<file path="src/lsu_cfg.svh">
// Width and depth settings for the load/store unit, included by every file that sizes a signal.
`ifndef LSU_CFG_SVH
`define LSU_CFG_SVH

// Data and address width, one word.
`define LSU_XLEN 32

// ROB tag width.
`define LSU_ROB_W 6

// Default queue depths, powers of two.
`define LSU_SQ_DEPTH 4
`define LSU_PEND_DEPTH 4

`endif

</file>
<file path="src/lsu_op_pkg.sv">
// Load/store opcode encoding with decode helpers, imported by every block that looks at an op.
`include "lsu_cfg.svh"

package lsu_op_pkg;

    // Bit 3 marks a store, bit 2 zero extension, bits 1:0 the log2 of the size.
    typedef enum logic [3:0] {
        LB  = 4'b0000,
        LH  = 4'b0001,
        LW  = 4'b0010,
        LBU = 4'b0100,
        LHU = 4'b0101,
        SB  = 4'b1000,
        SH  = 4'b1001,
        SW  = 4'b1010
    } lsu_op_e;

    function automatic logic op_is_store(lsu_op_e op);
        return op[3];
    endfunction

    // Byte lanes touched by op at byte offset off.
    function automatic logic [`LSU_XLEN/8-1:0] op_be(lsu_op_e op, logic [1:0] off);
        logic [`LSU_XLEN/8-1:0] base;
        case (op[1:0])
            2'b00:   base = 'b0001;
            2'b01:   base = 'b0011;
            default: base = 'b1111;
        endcase
        return base << off;
    endfunction

endpackage

</file>
<file path="src/lsu_resp_pkg.sv">
// Result-side types of the load/store unit: exception causes and pending-entry kinds.
package lsu_resp_pkg;

    // Cause codes as reported on the writeback port.
    typedef enum logic [4:0] {
        NONE        = 5'd0,
        LD_MISALIGN = 5'd4,
        LD_FAULT    = 5'd5,
        ST_MISALIGN = 5'd6
    } lsu_ecause_e;

    typedef enum logic {
        PEND_DONE = 1'b0,  // Result known at push.
        PEND_MEM  = 1'b1   // Waits for a cache response.
    } pend_kind_e;

endpackage

</file>
<file path="src/lsu_agu.sv">
// Address generation stage: registers one request, forms the address and flags misalignment.
`timescale 1ns/1ps
`include "lsu_cfg.svh"

module lsu_agu
    import lsu_op_pkg::*;
    import lsu_resp_pkg::*;
(
    input  logic                  clk_i,
    input  logic                  rst_n_i,
    input  logic                  req_valid_i,
    output logic                  req_ready_o,
    input  lsu_op_e               req_op_i,
    input  logic [`LSU_XLEN-1:0]  req_base_i,
    input  logic [`LSU_XLEN-1:0]  req_offset_i,
    input  logic [`LSU_XLEN-1:0]  req_data_i,
    input  logic [`LSU_ROB_W-1:0] req_rob_tag_i,
    output logic                  agu_valid_o,
    input  logic                  agu_ready_i,
    output lsu_op_e               agu_op_o,
    output logic [`LSU_XLEN-1:0]  agu_addr_o,
    output logic [`LSU_XLEN-1:0]  agu_data_o,
    output logic [`LSU_ROB_W-1:0] agu_rob_tag_o,
    output logic                  agu_exc_o,
    output lsu_ecause_e           agu_cause_o
);

    logic                  full_q;
    lsu_op_e               op_q;
    logic [`LSU_XLEN-1:0]  addr_q;
    logic [`LSU_XLEN-1:0]  data_q;
    logic [`LSU_ROB_W-1:0] tag_q;
    logic                  misalign;

    assign req_ready_o = !full_q || agu_ready_i;  // Refills in the cycle it empties.

    always_ff @(posedge clk_i or negedge rst_n_i) begin
        if (!rst_n_i) begin
            full_q <= 1'b0;
        end else if (req_ready_o) begin
            full_q <= req_valid_i;
        end
    end

    always_ff @(posedge clk_i) begin
        if (req_valid_i && req_ready_o) begin
            op_q   <= req_op_i;
            addr_q <= req_base_i + req_offset_i;
            data_q <= req_data_i;
            tag_q  <= req_rob_tag_i;
        end
    end

    always_comb begin
        case (op_q[1:0])
            2'b01:   misalign = addr_q[0];     // Halfword at an odd address.
            2'b10:   misalign = |addr_q[1:0];  // Word off a 4-byte boundary.
            default: misalign = 1'b0;
        endcase
    end

    assign agu_valid_o   = full_q;
    assign agu_op_o      = op_q;
    assign agu_addr_o    = addr_q;
    assign agu_data_o    = data_q;
    assign agu_rob_tag_o = tag_q;
    assign agu_exc_o     = misalign;
    assign agu_cause_o   = !misalign ? NONE : op_is_store(op_q) ? ST_MISALIGN : LD_MISALIGN;

endmodule

</file>
<file path="src/lsu_mem_stage.sv">
// Memory stage: routes each op to the store queue, forwarding or the cache load port.
`timescale 1ns/1ps
`include "lsu_cfg.svh"

module lsu_mem_stage
    import lsu_op_pkg::*;
    import lsu_resp_pkg::*;
(
    input  logic                  agu_valid_i,
    output logic                  agu_ready_o,
    input  lsu_op_e               agu_op_i,
    input  logic [`LSU_XLEN-1:0]  agu_addr_i,
    input  logic [`LSU_XLEN-1:0]  agu_data_i,
    input  logic [`LSU_ROB_W-1:0] agu_rob_tag_i,
    input  logic                  agu_exc_i,
    input  lsu_ecause_e           agu_cause_i,
    output logic                  sq_push_valid_o,
    input  logic                  sq_push_ready_i,
    output lsu_op_e               sq_op_o,
    output logic [`LSU_XLEN-1:0]  sq_addr_o,
    output logic [`LSU_XLEN-1:0]  sq_data_o,
    output lsu_op_e               fwd_op_o,
    output logic [`LSU_XLEN-1:0]  fwd_addr_o,
    input  logic                  fwd_hit_i,
    input  logic                  fwd_conflict_i,
    input  logic [`LSU_XLEN-1:0]  fwd_data_i,
    output logic                  ld_req_valid_o,
    input  logic                  ld_req_ready_i,
    output logic [`LSU_XLEN-1:0]  ld_req_addr_o,
    output logic                  pend_valid_o,
    input  logic                  pend_ready_i,
    output pend_kind_e            pend_kind_o,
    output logic [`LSU_ROB_W-1:0] pend_rob_tag_o,
    output lsu_op_e               pend_op_o,
    output logic [1:0]            pend_byte_off_o,
    output logic [`LSU_XLEN-1:0]  pend_data_o,
    output logic                  pend_exc_o,
    output lsu_ecause_e           pend_cause_o
);

    logic is_ld;
    logic to_sq;
    logic to_cache;
    logic blocked;

    assign to_sq    = !agu_exc_i && op_is_store(agu_op_i);
    assign is_ld    = !agu_exc_i && !op_is_store(agu_op_i);
    assign blocked  = is_ld && fwd_conflict_i;  // Held until the drain clears the overlap.
    assign to_cache = is_ld && !fwd_hit_i && !fwd_conflict_i;

    assign fwd_op_o   = agu_op_i;
    assign fwd_addr_o = agu_addr_i;

    // Each target sees valid only once the other targets can take the op too.
    assign sq_push_valid_o = agu_valid_i && to_sq && pend_ready_i;
    assign ld_req_valid_o  = agu_valid_i && to_cache && pend_ready_i;
    assign pend_valid_o    = agu_valid_i && !blocked && (!to_sq || sq_push_ready_i)
                             && (!to_cache || ld_req_ready_i);
    assign agu_ready_o     = pend_valid_o && pend_ready_i;

    assign sq_op_o       = agu_op_i;
    assign sq_addr_o     = agu_addr_i;
    assign sq_data_o     = agu_data_i;
    assign ld_req_addr_o = {agu_addr_i[`LSU_XLEN-1:2], 2'b00};

    assign pend_kind_o     = to_cache ? PEND_MEM : PEND_DONE;
    assign pend_rob_tag_o  = agu_rob_tag_i;
    assign pend_op_o       = agu_op_i;
    assign pend_byte_off_o = agu_addr_i[1:0];
    assign pend_data_o     = (is_ld && fwd_hit_i) ? fwd_data_i : '0;
    assign pend_exc_o      = agu_exc_i;
    assign pend_cause_o    = agu_cause_i;

endmodule

</file>
<file path="src/lsu_store_queue.sv">
// Circular store queue with byte enables, a load forwarding lookup and drain to the cache.
`timescale 1ns/1ps
`include "lsu_cfg.svh"

module lsu_store_queue
    import lsu_op_pkg::*;
#(
    parameter int unsigned DEPTH = `LSU_SQ_DEPTH
) (
    input  logic                   clk_i,
    input  logic                   rst_n_i,
    input  logic                   push_valid_i,
    output logic                   push_ready_o,
    input  lsu_op_e                push_op_i,
    input  logic [`LSU_XLEN-1:0]   push_addr_i,
    input  logic [`LSU_XLEN-1:0]   push_data_i,
    input  lsu_op_e                fwd_op_i,
    input  logic [`LSU_XLEN-1:0]   fwd_addr_i,
    output logic                   fwd_hit_o,
    output logic                   fwd_conflict_o,
    output logic [`LSU_XLEN-1:0]   fwd_data_o,
    output logic                   st_valid_o,
    input  logic                   st_ready_i,
    output logic [`LSU_XLEN-1:0]   st_addr_o,
    output logic [`LSU_XLEN-1:0]   st_data_o,
    output logic [`LSU_XLEN/8-1:0] st_be_o
);

    localparam int unsigned AW = $clog2(DEPTH);

    logic [DEPTH-1:0]         valid_q;
    logic [AW-1:0]            wr_ptr_q;
    logic [AW-1:0]            rd_ptr_q;
    logic [`LSU_XLEN-1:0]     addr_q [DEPTH];
    logic [`LSU_XLEN-1:0]     data_q [DEPTH];
    logic [`LSU_XLEN/8-1:0]   be_q   [DEPTH];
    logic [`LSU_XLEN/8-1:0]   fwd_be;
    logic                     push_fire;
    logic                     st_fire;

    assign push_ready_o = !valid_q[wr_ptr_q];
    assign push_fire    = push_valid_i && push_ready_o;
    assign st_valid_o   = valid_q[rd_ptr_q];  // Drains as soon as a store is queued.
    assign st_fire      = st_valid_o && st_ready_i;

    always_ff @(posedge clk_i or negedge rst_n_i) begin
        if (!rst_n_i) begin
            valid_q  <= '0;
            wr_ptr_q <= '0;
            rd_ptr_q <= '0;
        end else begin
            if (push_fire) begin
                valid_q[wr_ptr_q] <= 1'b1;
                wr_ptr_q          <= wr_ptr_q + 1'b1;
            end
            if (st_fire) begin
                valid_q[rd_ptr_q] <= 1'b0;
                rd_ptr_q          <= rd_ptr_q + 1'b1;
            end
        end
    end

    always_ff @(posedge clk_i) begin
        if (push_fire) begin
            addr_q[wr_ptr_q] <= {push_addr_i[`LSU_XLEN-1:2], 2'b00};
            data_q[wr_ptr_q] <= push_data_i << {push_addr_i[1:0], 3'b000};  // Lane aligned.
            be_q[wr_ptr_q]   <= op_be(push_op_i, push_addr_i[1:0]);
        end
    end

    assign fwd_be = op_be(fwd_op_i, fwd_addr_i[1:0]);

    // Walk oldest to youngest so the youngest overlapping entry decides.
    always_comb begin
        logic [AW-1:0] idx;
        logic          overlap;
        overlap    = 1'b0;
        fwd_hit_o  = 1'b0;
        fwd_data_o = '0;
        for (int i = 0; i < DEPTH; i++) begin
            idx = rd_ptr_q + AW'(i);
            if (valid_q[idx] && addr_q[idx][`LSU_XLEN-1:2] == fwd_addr_i[`LSU_XLEN-1:2]
                && |(be_q[idx] & fwd_be)) begin
                overlap    = 1'b1;
                fwd_hit_o  = (be_q[idx] & fwd_be) == fwd_be;
                fwd_data_o = data_q[idx];
            end
        end
        fwd_conflict_o = overlap && !fwd_hit_o;
    end

    assign st_addr_o = addr_q[rd_ptr_q];
    assign st_data_o = data_q[rd_ptr_q];
    assign st_be_o   = be_q[rd_ptr_q];

endmodule

</file>
<file path="src/lsu_resp_stage.sv">
// Response stage: in-order pending FIFO that captures load data and drives writeback.
`timescale 1ns/1ps
`include "lsu_cfg.svh"

module lsu_resp_stage
    import lsu_op_pkg::*;
    import lsu_resp_pkg::*;
#(
    parameter int unsigned DEPTH = `LSU_PEND_DEPTH
) (
    input  logic                  clk_i,
    input  logic                  rst_n_i,
    input  logic                  pend_valid_i,
    output logic                  pend_ready_o,
    input  pend_kind_e            pend_kind_i,
    input  logic [`LSU_ROB_W-1:0] pend_rob_tag_i,
    input  lsu_op_e               pend_op_i,
    input  logic [1:0]            pend_byte_off_i,
    input  logic [`LSU_XLEN-1:0]  pend_data_i,
    input  logic                  pend_exc_i,
    input  lsu_ecause_e           pend_cause_i,
    input  logic                  ld_rsp_valid_i,
    output logic                  ld_rsp_ready_o,
    input  logic [`LSU_XLEN-1:0]  ld_rsp_data_i,
    input  logic                  ld_rsp_err_i,
    output logic                  wb_valid_o,
    input  logic                  wb_ready_i,
    output logic [`LSU_ROB_W-1:0] wb_rob_idx_o,
    output logic [`LSU_XLEN-1:0]  wb_data_o,
    output logic                  wb_exception_o,
    output lsu_ecause_e           wb_ecause_o
);

    localparam int unsigned AW = $clog2(DEPTH);
    localparam int unsigned CW = $clog2(DEPTH + 1);

    logic [AW-1:0]         wr_ptr_q;
    logic [AW-1:0]         rd_ptr_q;
    logic [CW-1:0]         count_q;
    pend_kind_e            kind_q  [DEPTH];
    logic [`LSU_ROB_W-1:0] tag_q   [DEPTH];
    lsu_op_e               op_q    [DEPTH];
    logic [1:0]            off_q   [DEPTH];
    logic [`LSU_XLEN-1:0]  data_q  [DEPTH];
    logic                  exc_q   [DEPTH];
    lsu_ecause_e           cause_q [DEPTH];
    logic                  head_valid;
    logic                  push_fire;
    logic                  pop_fire;
    logic [`LSU_XLEN-1:0]  ld_val;

    assign head_valid     = count_q != '0;
    assign pend_ready_o   = count_q != CW'(DEPTH);
    assign push_fire      = pend_valid_i && pend_ready_o;
    assign ld_rsp_ready_o = head_valid && kind_q[rd_ptr_q] == PEND_MEM;
    assign wb_valid_o     = head_valid && kind_q[rd_ptr_q] == PEND_DONE;
    assign pop_fire       = wb_valid_o && wb_ready_i;

    always_ff @(posedge clk_i or negedge rst_n_i) begin
        if (!rst_n_i) begin
            wr_ptr_q <= '0;
            rd_ptr_q <= '0;
            count_q  <= '0;
        end else begin
            wr_ptr_q <= wr_ptr_q + AW'(push_fire);
            rd_ptr_q <= rd_ptr_q + AW'(pop_fire);
            count_q  <= count_q + CW'(push_fire) - CW'(pop_fire);
        end
    end

    always_ff @(posedge clk_i) begin
        if (push_fire) begin
            kind_q[wr_ptr_q]  <= pend_kind_i;
            tag_q[wr_ptr_q]   <= pend_rob_tag_i;
            op_q[wr_ptr_q]    <= pend_op_i;
            off_q[wr_ptr_q]   <= pend_byte_off_i;
            data_q[wr_ptr_q]  <= pend_data_i;
            exc_q[wr_ptr_q]   <= pend_exc_i;
            cause_q[wr_ptr_q] <= pend_cause_i;
        end
        if (ld_rsp_valid_i && ld_rsp_ready_o) begin  // Head entry, never the push slot.
            kind_q[rd_ptr_q] <= PEND_DONE;
            data_q[rd_ptr_q] <= ld_rsp_data_i;
            if (ld_rsp_err_i) begin
                exc_q[rd_ptr_q]   <= 1'b1;
                cause_q[rd_ptr_q] <= LD_FAULT;
            end
        end
    end

    always_comb begin
        logic [`LSU_XLEN-1:0] sh;
        sh = data_q[rd_ptr_q] >> {off_q[rd_ptr_q], 3'b000};
        case (op_q[rd_ptr_q])
            LB:      ld_val = {{(`LSU_XLEN-8){sh[7]}}, sh[7:0]};
            LH:      ld_val = {{(`LSU_XLEN-16){sh[15]}}, sh[15:0]};
            LW:      ld_val = sh;
            LBU:     ld_val = {{(`LSU_XLEN-8){1'b0}}, sh[7:0]};
            LHU:     ld_val = {{(`LSU_XLEN-16){1'b0}}, sh[15:0]};
            default: ld_val = '0;  // Stores write back zero.
        endcase
    end

    assign wb_rob_idx_o   = tag_q[rd_ptr_q];
    assign wb_data_o      = exc_q[rd_ptr_q] ? '0 : ld_val;
    assign wb_exception_o = exc_q[rd_ptr_q];
    assign wb_ecause_o    = cause_q[rd_ptr_q];

endmodule

</file>
<file path="src/lsu_top.sv">
// Load/store unit top: chains the AGU, memory stage and response stage around the store queue.
`timescale 1ns/1ps
`include "lsu_cfg.svh"

module lsu_top
    import lsu_op_pkg::*;
    import lsu_resp_pkg::*;
(
    input  logic                   clk_i,
    input  logic                   rst_n_i,
    input  logic                   req_valid_i,
    output logic                   req_ready_o,
    input  lsu_op_e                req_op_i,
    input  logic [`LSU_XLEN-1:0]   req_base_i,
    input  logic [`LSU_XLEN-1:0]   req_offset_i,
    input  logic [`LSU_XLEN-1:0]   req_data_i,
    input  logic [`LSU_ROB_W-1:0]  req_rob_tag_i,
    output logic                   ld_req_valid_o,
    input  logic                   ld_req_ready_i,
    output logic [`LSU_XLEN-1:0]   ld_req_addr_o,
    input  logic                   ld_rsp_valid_i,
    output logic                   ld_rsp_ready_o,
    input  logic [`LSU_XLEN-1:0]   ld_rsp_data_i,
    input  logic                   ld_rsp_err_i,
    output logic                   st_valid_o,
    input  logic                   st_ready_i,
    output logic [`LSU_XLEN-1:0]   st_addr_o,
    output logic [`LSU_XLEN-1:0]   st_data_o,
    output logic [`LSU_XLEN/8-1:0] st_be_o,
    output logic                   wb_valid_o,
    input  logic                   wb_ready_i,
    output logic [`LSU_ROB_W-1:0]  wb_rob_idx_o,
    output logic [`LSU_XLEN-1:0]   wb_data_o,
    output logic                   wb_exception_o,
    output lsu_ecause_e            wb_ecause_o
);

    logic                  agu_valid, agu_ready, agu_exc;
    lsu_op_e               agu_op;
    logic [`LSU_XLEN-1:0]  agu_addr, agu_data;
    logic [`LSU_ROB_W-1:0] agu_rob_tag;
    lsu_ecause_e           agu_cause;

    logic                  sq_push_valid, sq_push_ready;
    lsu_op_e               sq_op, fwd_op;
    logic [`LSU_XLEN-1:0]  sq_addr, sq_data, fwd_addr, fwd_data;
    logic                  fwd_hit, fwd_conflict;

    logic                  pend_valid, pend_ready, pend_exc;
    pend_kind_e            pend_kind;
    logic [`LSU_ROB_W-1:0] pend_rob_tag;
    lsu_op_e               pend_op;
    logic [1:0]            pend_byte_off;
    logic [`LSU_XLEN-1:0]  pend_data;
    lsu_ecause_e           pend_cause;

    lsu_agu u_agu (
        .clk_i, .rst_n_i, .req_valid_i, .req_ready_o, .req_op_i, .req_base_i,
        .req_offset_i, .req_data_i, .req_rob_tag_i,
        .agu_valid_o(agu_valid), .agu_ready_i(agu_ready), .agu_op_o(agu_op),
        .agu_addr_o(agu_addr), .agu_data_o(agu_data), .agu_rob_tag_o(agu_rob_tag),
        .agu_exc_o(agu_exc), .agu_cause_o(agu_cause)
    );

    lsu_mem_stage u_mem (
        .agu_valid_i(agu_valid), .agu_ready_o(agu_ready), .agu_op_i(agu_op),
        .agu_addr_i(agu_addr), .agu_data_i(agu_data), .agu_rob_tag_i(agu_rob_tag),
        .agu_exc_i(agu_exc), .agu_cause_i(agu_cause),
        .sq_push_valid_o(sq_push_valid), .sq_push_ready_i(sq_push_ready),
        .sq_op_o(sq_op), .sq_addr_o(sq_addr), .sq_data_o(sq_data),
        .fwd_op_o(fwd_op), .fwd_addr_o(fwd_addr), .fwd_hit_i(fwd_hit),
        .fwd_conflict_i(fwd_conflict), .fwd_data_i(fwd_data),
        .ld_req_valid_o, .ld_req_ready_i, .ld_req_addr_o,
        .pend_valid_o(pend_valid), .pend_ready_i(pend_ready), .pend_kind_o(pend_kind),
        .pend_rob_tag_o(pend_rob_tag), .pend_op_o(pend_op), .pend_byte_off_o(pend_byte_off),
        .pend_data_o(pend_data), .pend_exc_o(pend_exc), .pend_cause_o(pend_cause)
    );

    lsu_store_queue #(.DEPTH(`LSU_SQ_DEPTH)) u_sq (
        .clk_i, .rst_n_i,
        .push_valid_i(sq_push_valid), .push_ready_o(sq_push_ready), .push_op_i(sq_op),
        .push_addr_i(sq_addr), .push_data_i(sq_data),
        .fwd_op_i(fwd_op), .fwd_addr_i(fwd_addr), .fwd_hit_o(fwd_hit),
        .fwd_conflict_o(fwd_conflict), .fwd_data_o(fwd_data),
        .st_valid_o, .st_ready_i, .st_addr_o, .st_data_o, .st_be_o
    );

    lsu_resp_stage #(.DEPTH(`LSU_PEND_DEPTH)) u_resp (
        .clk_i, .rst_n_i,
        .pend_valid_i(pend_valid), .pend_ready_o(pend_ready), .pend_kind_i(pend_kind),
        .pend_rob_tag_i(pend_rob_tag), .pend_op_i(pend_op), .pend_byte_off_i(pend_byte_off),
        .pend_data_i(pend_data), .pend_exc_i(pend_exc), .pend_cause_i(pend_cause),
        .ld_rsp_valid_i, .ld_rsp_ready_o, .ld_rsp_data_i, .ld_rsp_err_i,
        .wb_valid_o, .wb_ready_i, .wb_rob_idx_o, .wb_data_o, .wb_exception_o, .wb_ecause_o
    );

endmodule

</file>
<file path="config.mk">
export PLATFORM = sky130hd
export DESIGN_NAME = lsu_top
export DESIGN_NICKNAME = d
export VERILOG_FILES = /design/src/lsu_op_pkg.sv /design/src/lsu_resp_pkg.sv /design/src/lsu_agu.sv /design/src/lsu_mem_stage.sv /design/src/lsu_store_queue.sv /design/src/lsu_resp_stage.sv /design/src/lsu_top.sv
export VERILOG_INCLUDE_DIRS = /design/src
export SDC_FILE = /design/constraint.sdc
export NUM_CORES = 1
export LEC_CHECK = 0
export CAP_MARGIN = 20
export CORE_ASPECT_RATIO = 0.75
export CORE_MARGIN = 1
export CORE_UTILIZATION = 55
export DETAILED_ROUTE_END_ITERATION = 8
export DONT_BUFFER_PORTS = 1
export GPL_ROUTABILITY_DRIVEN = 0
export GPL_TIMING_DRIVEN = 0
export PLACE_DENSITY_LB_ADDON = 0.05
export SLEW_MARGIN = 0
export SYNTH_ARGS = -nofsm -noshare
export SYNTH_HDL_FRONTEND = slang
export SYNTH_SLANG_ARGS = --single-unit
</file>
<file path="constraint.sdc">
create_clock -name clk_i -period 9.3 [get_ports clk_i]
set_input_delay 1.86 -clock clk_i [delete_from_list [all_inputs] [get_ports clk_i]]
set_output_delay 1.86 -clock clk_i [all_outputs]
set_load 0.05 [all_outputs]
</file>
## After elaboration in Yosys (flattened, before gate mapping)

Memories as Yosys holds them, arrays and structs flattened.
Cells that the tools add are included.

| operators by class | value |
|---|---|
| shift-type cells | 4 |
| eq/ne operators | 15 |
| $lt $le $gt $ge | 7 |
| $add $sub $neg | 9 |
| muxes and demuxes | 46 |
| reduce and logical (&&, ||, !) cells | 52 |
| bitwise gates (word level) | 8 |

Operators by type and width:

| cell | count |
|---|---|
| $mux 32 | 6 |
| $pmux 32 s5 | 1 |
| $eq 30x30->1 | 4 |
| $add 32x32->32 | 1 |
| $logic_and 1x1->1 | 32 |
| $shl 32x5->32 | 1 |
| $shr 32x5->32 | 1 |
| $mux 1 | 25 |
| $and 4x4->4 | 5 |
| $eq 4x4->1 | 4 |
| $reduce_or 4->1 | 4 |
| $lt 2x3->1 const B | 5 |
| $mux 4 | 3 |
| $bmux 1 s2 | 5 |
| $logic_not 1->1 | 9 |
| $eq 4x3->1 const B | 2 |
| $pmux 4 s2 | 1 |
| $shl 4x2->4 | 2 |
| $mux 5 | 1 |
| $add 2x1->2 | 2 |
| $add 2x1->2 const B | 2 |
| $add 2x2->2 const B | 2 |
| $demux 1 s2 | 2 |
| $eq 4x1->1 const B | 1 |
| other kinds (17) | 20 |

| storage, ports and cells | value |
|---|---|
| output and inout port bits | 149 |
| word-level logic and storage cells | 162 |
| memories kept | 10 |
| register bits | 90 |
| input port bits | 146 |
| RAM bits | 468 |

Memories:

| name | depth | width | read ports | clocked after Yosys merged registers in | wr ports | RTL line | source |
|---|---|---|---|---|---|---|---|
| u_resp.data_q | 4 | 32 | 1 | 0 | 2 | lsu_resp_stage.sv:44 | `` logic [`LSU_XLEN-1:0] data_q [DEPTH]; `` |
| u_sq.data_q | 4 | 32 | 4 | 0 | 1 | lsu_store_queue.sv:35 | `` logic [`LSU_XLEN-1:0] data_q [DEPTH]; `` |
| u_sq.addr_q | 4 | 30 | 4 | 0 | 1 | lsu_store_queue.sv:34 | `` logic [`LSU_XLEN-1:0] addr_q [DEPTH]; `` |
| u_resp.tag_q | 4 | 6 | 1 | 0 | 1 | lsu_resp_stage.sv:41 | `` logic [`LSU_ROB_W-1:0] tag_q [DEPTH]; `` |
| u_resp.cause_q | 4 | 5 | 1 | 0 | 2 | lsu_resp_stage.sv:46 | `lsu_ecause_e cause_q [DEPTH];` |
| u_resp.op_q | 4 | 4 | 1 | 0 | 1 | lsu_resp_stage.sv:42 | `lsu_op_e op_q [DEPTH];` |
| +4 memories | n/a | n/a | n/a | n/a | n/a | n/a |  |

## Longest topological paths before layout

| logic depth | value |
|---|---|
| depth in word-level cells | 20 |
| gate-level depth with buffers | 28 |
| mapped depth without buffers | 17 |

## Cells and area by module

Synthesis repeated with hierarchy kept, for this count alone.

| second synthesis, totals | value |
|---|---|
| cells, all modules | 2579 |
| area, all modules | 34719.5 um2 |

Modules (own cells, without submodules):

| module | area an instance (um2) | cells an instance | instances |
|---|---|---|---|
| lsu_store_queue | 18839.3 | 1334 | 1 |
| lsu_resp_stage | 10272.4 | 700 | 1 |
| lsu_agu | 4137.7 | 346 | 1 |
| lsu_mem_stage | 1470.2 | 199 | 1 |

## Least setup slack after synthesis

Ideal clock, no wire load.

| path | value |
|---|---|
| kind | register to output |
| start point | register u_sq.rd_ptr_q[1] |
| end point | output req_ready_o |
| buffers on the path | 13 |
| data required time | 7440 ps |
| data arrival time | 5680 ps |
| cell stages (with the launch flop) | 25 |
| slack | 1760 ps |
| path through | dfrtp_1 buf_6 buf_4 buf_4 buf_2 buf_6 clkbuf_1 buf_1 inv_1 ha_1 buf_2 buf_6 buf_4 buf_2 buf_2 buf_2 mux4_2 xnor2_1 nand4_1 nor4_2 and3_4 and2_1 nor3_4 a21boi_1 nand2b_1 |

| between the ends | value |
|---|---|
| cells in the longest elaborated chain, start to end | 17 |
| elaborated cells between the ends (all ways) | 59 |
| classes of those cells | add/sub: 3; eq/ne: 8; mux: 16; bitwise: 4; reduce/logical: 26; memory: 2 |

Ends and longest elaborated chain:

| item | RTL line | source |
|---|---|---|
| start: declaration | lsu_store_queue.sv:33 | `logic [AW-1:0] rd_ptr_q;` |
| start signal: assignment | lsu_store_queue.sv:58 | `rd_ptr_q <= rd_ptr_q + 1'b1;` |
| $add 2x1->2, or another cell as far along | lsu_store_queue.sv:81 | `idx = rd_ptr_q + AW'(i);` |
| $mem_v2 4x30, or another cell as far along | n/a |  |
| $eq 30x30->1, or another cell as far along | lsu_store_queue.sv:82 | `` if (valid_q[idx] && addr_q[idx][`LSU_XLEN-1:2] == fwd_addr_i[`LSU_XLEN-1:2] `` |
| $logic_and 1x1->1 / $reduce_or 4->1 (equally long branches) | lsu_store_queue.sv:82, lsu_store_queue.sv:83 |  |
| $logic_and 1x1->1 / $mux 1 (equally long branches) | lsu_store_queue.sv:82 |  |
| $mux 1 (3 in a row) | lsu_store_queue.sv:82 |  |
| $logic_not 1->1 | lsu_mem_stage.sv:49, lsu_store_queue.sv:89 |  |
| $logic_and 1x1->1 | lsu_store_queue.sv:89 | `fwd_conflict_o = overlap && !fwd_hit_o;` |
| $logic_and 1x1->1 / $logic_not 1->1 (equally long branches) | lsu_mem_stage.sv:48, lsu_mem_stage.sv:49 |  |
| $logic_not 1->1 / $logic_and 1x1->1 (equally long branches) | lsu_mem_stage.sv:57, lsu_mem_stage.sv:49 |  |
| $logic_and 1x1->1 / $logic_not 1->1 (equally long branches) | lsu_mem_stage.sv:57, lsu_mem_stage.sv:58 |  |
| $logic_and 1x1->1 / $logic_or 1x1->1 (equally long branches) | lsu_mem_stage.sv:57, lsu_mem_stage.sv:58 |  |
| $logic_and 1x1->1 * | lsu_mem_stage.sv:58 | `&& (!to_cache \|\| ld_req_ready_i);` |
| $logic_and 1x1->1 * | lsu_mem_stage.sv:59 | `assign agu_ready_o = pend_valid_o && pend_ready_i;` |
| $logic_or 1x1->1 * | lsu_agu.sv:35 | `assign req_ready_o = !full_q \|\| agu_ready_i;` |
| end: declaration | lsu_top.sv:12 | `output logic req_ready_o,` |

Mark *: on every way between the ends. The rest lies on a longest branch, timed or not. The select of a mux whose other input is x is not followed.

## Worst setup path in the final report

| path | value |
|---|---|
| start point | register u_sq.rd_ptr_q[0] |
| end point | output req_ready_o |

The elaborated chain is that of the path after synthesis.

==> metrics.md <==
| Metric | Value |
|---|---|
| FP Rows | 77 |
| Synth Warn # | 0 |
| Via density | between 7 and 8 |
| Vias post-DR | between 20000 and 25000 |
| Syn avg cell area | 14.5 sq um |
| Tcrit/Tclk final | 97.9% |
| Total power divided by cell area | 396 nW/um^2 |
| Die H | around 210 um |
| Root Driver | clkbuf_16 |
| Crit. End Element | primary output |
| First-pass GRT wire length | 150 mm |
| Post-synth cell types | 92 |
| WL/cell | about 33 um |
| Max Slew Vio Count | 0 |
| Placement Setup Slack | -1070 ps |
| Post-synthesis cell count | ~2300 |
| Layout Nets | between 2000 and 3000 |
| Outcome | finished with violations |
| Vias in the first global route | 21495 |
| Ys flop type | edfxtp_1 |
| Post-detailed-routing wire length | 104 mm |
| Starting Density | 55.9% |
| Post-synth design cell area | between 30000 and 40000 sq um |
| CTS clk-pin slew, worst paths | about 60 ps |
| Initial antenna violation count | 8 |
| Class of the worst hold path | register to register |
| DRC errors left | 21 |
| Post-synth EDFFs | 514 |
| Clk Latency, worst-skew pair | around 640 ps |
| Critical path launch point type | register |
| Peak fanout along the critical path | 11 |
| Largest net degree at the start of global routing | 51 |
| Final Hold Fails | 0 |
| Initial DRC count | roughly 3500 |
| Setup Crit Path Kind | register to primary output |
| DIE AREA | 61000 sq um |
| CTS max path bufs | 3 |
| Hold_ws | 461 ps |
| PnR worst setup slack | 196 ps |
| CTS tree | done |
| CORE AREA | around 60000 sq um |
| CTS Sinks | 550 |
| Peak Freq | 0.110 GHz |
| I/O Pins | between 200 and 300 |
| Pleak | 12.3 nW |
| Worst endpoint required time | approximately 7400 ps |
| Area Overhead vs Synth | 9.83% |
| Asr flop ratio synth | 2.91% |
| Relative slew slack | a little under a quarter |
| Min Tclk post-route | approximately 9100 ps |
| Worst-Margin Slew | 1150 ps |
| Num CTS Buffers | 56 |
| Gr usage total | 34.1% |
| Detailed Routing Iterations Pass 1 | 9 |
| CP arrival | 7240 ps |
| Horiz. Die Dim | 285 um |
| RSZ-0062 raised after global routing | false |
| Share of cells above drive strength 1 | between 20 and 30% |
| Failing checks | design-rule violations |
| Max Cap Violations | 0 |
| Seq/Total Area, Yosys | between 40 and 50% |
| Post-DRT Antenna Nets | 0 |
| Maximum VDD drop | 246 uV |
| Worst Clk Skew | 24.9 ps |
| Global route overflow | 0 |
| H-tree depth | 2 |
| Hold Buf Count CTS | 0 |
| # setup viols final | 0 |
| DP Wirelength | roughly 77 mm |
| Port bufs | 0 |
| #FFs+latches synth | 550 |
==> where the power goes <==
part | leakage, nW | internal (W) | switching (W)
Combinational | 6.34 | 0.00293 | 0.00513
Sequential | 5.12 | 0.00355 | 0.000472
Clock | 0.877 | 0.00126 | 0.00101
==> what timing repair did <==
action,in CTS,in global routing
gates resized for setup,8,5
buffers inserted,3,0
endpoints found under the setup margin,2,2
pin swaps,1,0
==> Yosys cell counts (37+ instances only) <==
master	count	area, sq um
a221oi_1	37	324
a21oi_1	76	380
clkbuf_1	86	323
xnor2_1	119	1040
nand2_1	143	537
edfxtp_1	514	15400
o21ai_0	47	235
mux2_2	142	1600
ha_1	47	588
mux2i_1	118	1180
buf_4	62	465
nor2_1	76	285
mux4_2	286	6440
inv_1	45	169
==> sequential cells by signal, indices dropped and copies added, names as in the netlist, 6 cells and up <==
signal and count:
u_agu.agu_addr_o 32, u_agu.agu_data_o 32, u_agu.agu_rob_tag_o 6, u_resp.cause_q 12, u_resp.data_q 128, u_resp.off_q 8
u_resp.op_q 16, u_resp.tag_q 24, u_sq.addr_q 120, u_sq.be_q 16, u_sq.data_q 128
==> cell usage in the layout (no fill, tap or decap), types with 7 or more instances in the layout <==
cell	synthesis	routed
buf_1	26	27
nand2b_1	13	12
clkinv_2	0	15
inv_1	45	45
a211oi_1	11	11
nor3_1	13	12
a21oi_1	76	76
o22ai_1	11	11
nor2b_1	24	24
o21ai_0	47	47
xor2_1	21	21
and2_1	20	16
dfrtp_1	16	16
o21ai_1	8	8
a22oi_1	10	10
xnor2_1	119	116
nand2_1	143	139
a221oi_1	37	37
clkbuf_16	0	56
dfxtp_1	20	20
a31oi_1	8	8
buf_6	13	14
nor2_1	76	76
edfxtp_1	514	514
mux2_2	142	142
a21oi_2	30	30
ha_1	47	47
clkinv_1	1	7
or3_1	32	32
buf_2	25	22
mux2i_1	118	118
mux4_2	286	286
nand4_1	22	22
buf_4	62	76
a21o_1	10	10
clkbuf_1	86	98
nand3_1	17	17
==> worst max-delay path: stages (launching register included) <==
cell and delay [ps]:
dfrtp_1 380, buf_4 180, buf_6 220, buf_6 240, clkinv_1 280, buf_2 330, buf_2 300, ha_1 340
buf_2 150, buf_4 330, buf_4 330, mux2i_1 210, a222oi_1 480, o2111ai_1 280, a2111oi_1 630, and4b_1 310
buf_4 230, nand2b_1 90, a311oi_2 430, nor3_4 70, buf_4 180, a21boi_2 270, nand2b_4 290
==> routing by layer <==
metal / part of all wire (%) / up-vias / global-route usage (%)
met5: 0.029 / - / 0
met4: 2.3 / 6 / 8.42
met3: 16 / 178 / 13.5
met2: 41 / 1660 / 44.9
met1: 41 / 11461 / 52.2
li1: - / 9220 / -
==> cell type report <==
type                            count  area, sq um
Fill cell                        4471        22800
Sequential cell                   550        16200
Multi-Input combinational cell   1467        15500
Clock buffer                       70         1460
Buffer                            208         1150
Tap cell                          790          988
Timing Repair Buffer               28          359
Clock inverter                     34          332
Inverter                           50          188
Antenna cell                        4         10.0
==> metrics by stage <==
stage	util [%]	instances	instance area, sq um	power [W]	TNS [ps]
2_1_floorplan	-	2279	33000	0.00965	0
3_3_place_gp	57.6	3069	34000	0.0117	-232070
6_report	61.4	3201	36200	0.0144	0
3_5_place_dp	58.1	3091	34300	0.0119	-2010
4_1_cts	61.2	3195	36200	0.0142	0
5_1_grt	61.4	3201	36200	0.0148	0
==> worst paths after layout <==
kind / slack (ps) / end / cells past startpoint / start
max: 200 / req_ready_o / 22 / u_sq.rd_ptr_q[0]
min: 460 / u_resp.cause_q[0][0] / 2 / u_resp.cause_q[0][0]
max reg2reg: 1750 / u_agu.agu_addr_o[28] / 23 / u_sq.rd_ptr_q[0]
min reg2reg: 460 / u_resp.cause_q[0][0] / 2 / u_resp.cause_q[0][0]
max in group asynchronous: 8300 / u_sq.rd_ptr_q[1] / 0 / rst_n_i
min in group asynchronous: 910 / u_resp.wr_ptr_q[1] / 0 / rst_n_i
==> kinds of logic after synthesis <==
family                   after synthesis  synth area share [%]
flip-flops                           550                  49.2
AO/OA/AOI/OAI                        330                  7.08
XOR/XNOR                             140                  3.72
buffers and inverters                262                  4.08
AND/OR/NAND/NOR                      396                  6.05
adder cells (fa/ha/maj)               49                  1.90
multiplexers                         546                  28.0
other                                  1                0.0114
(Power assumes the default switching activity.)
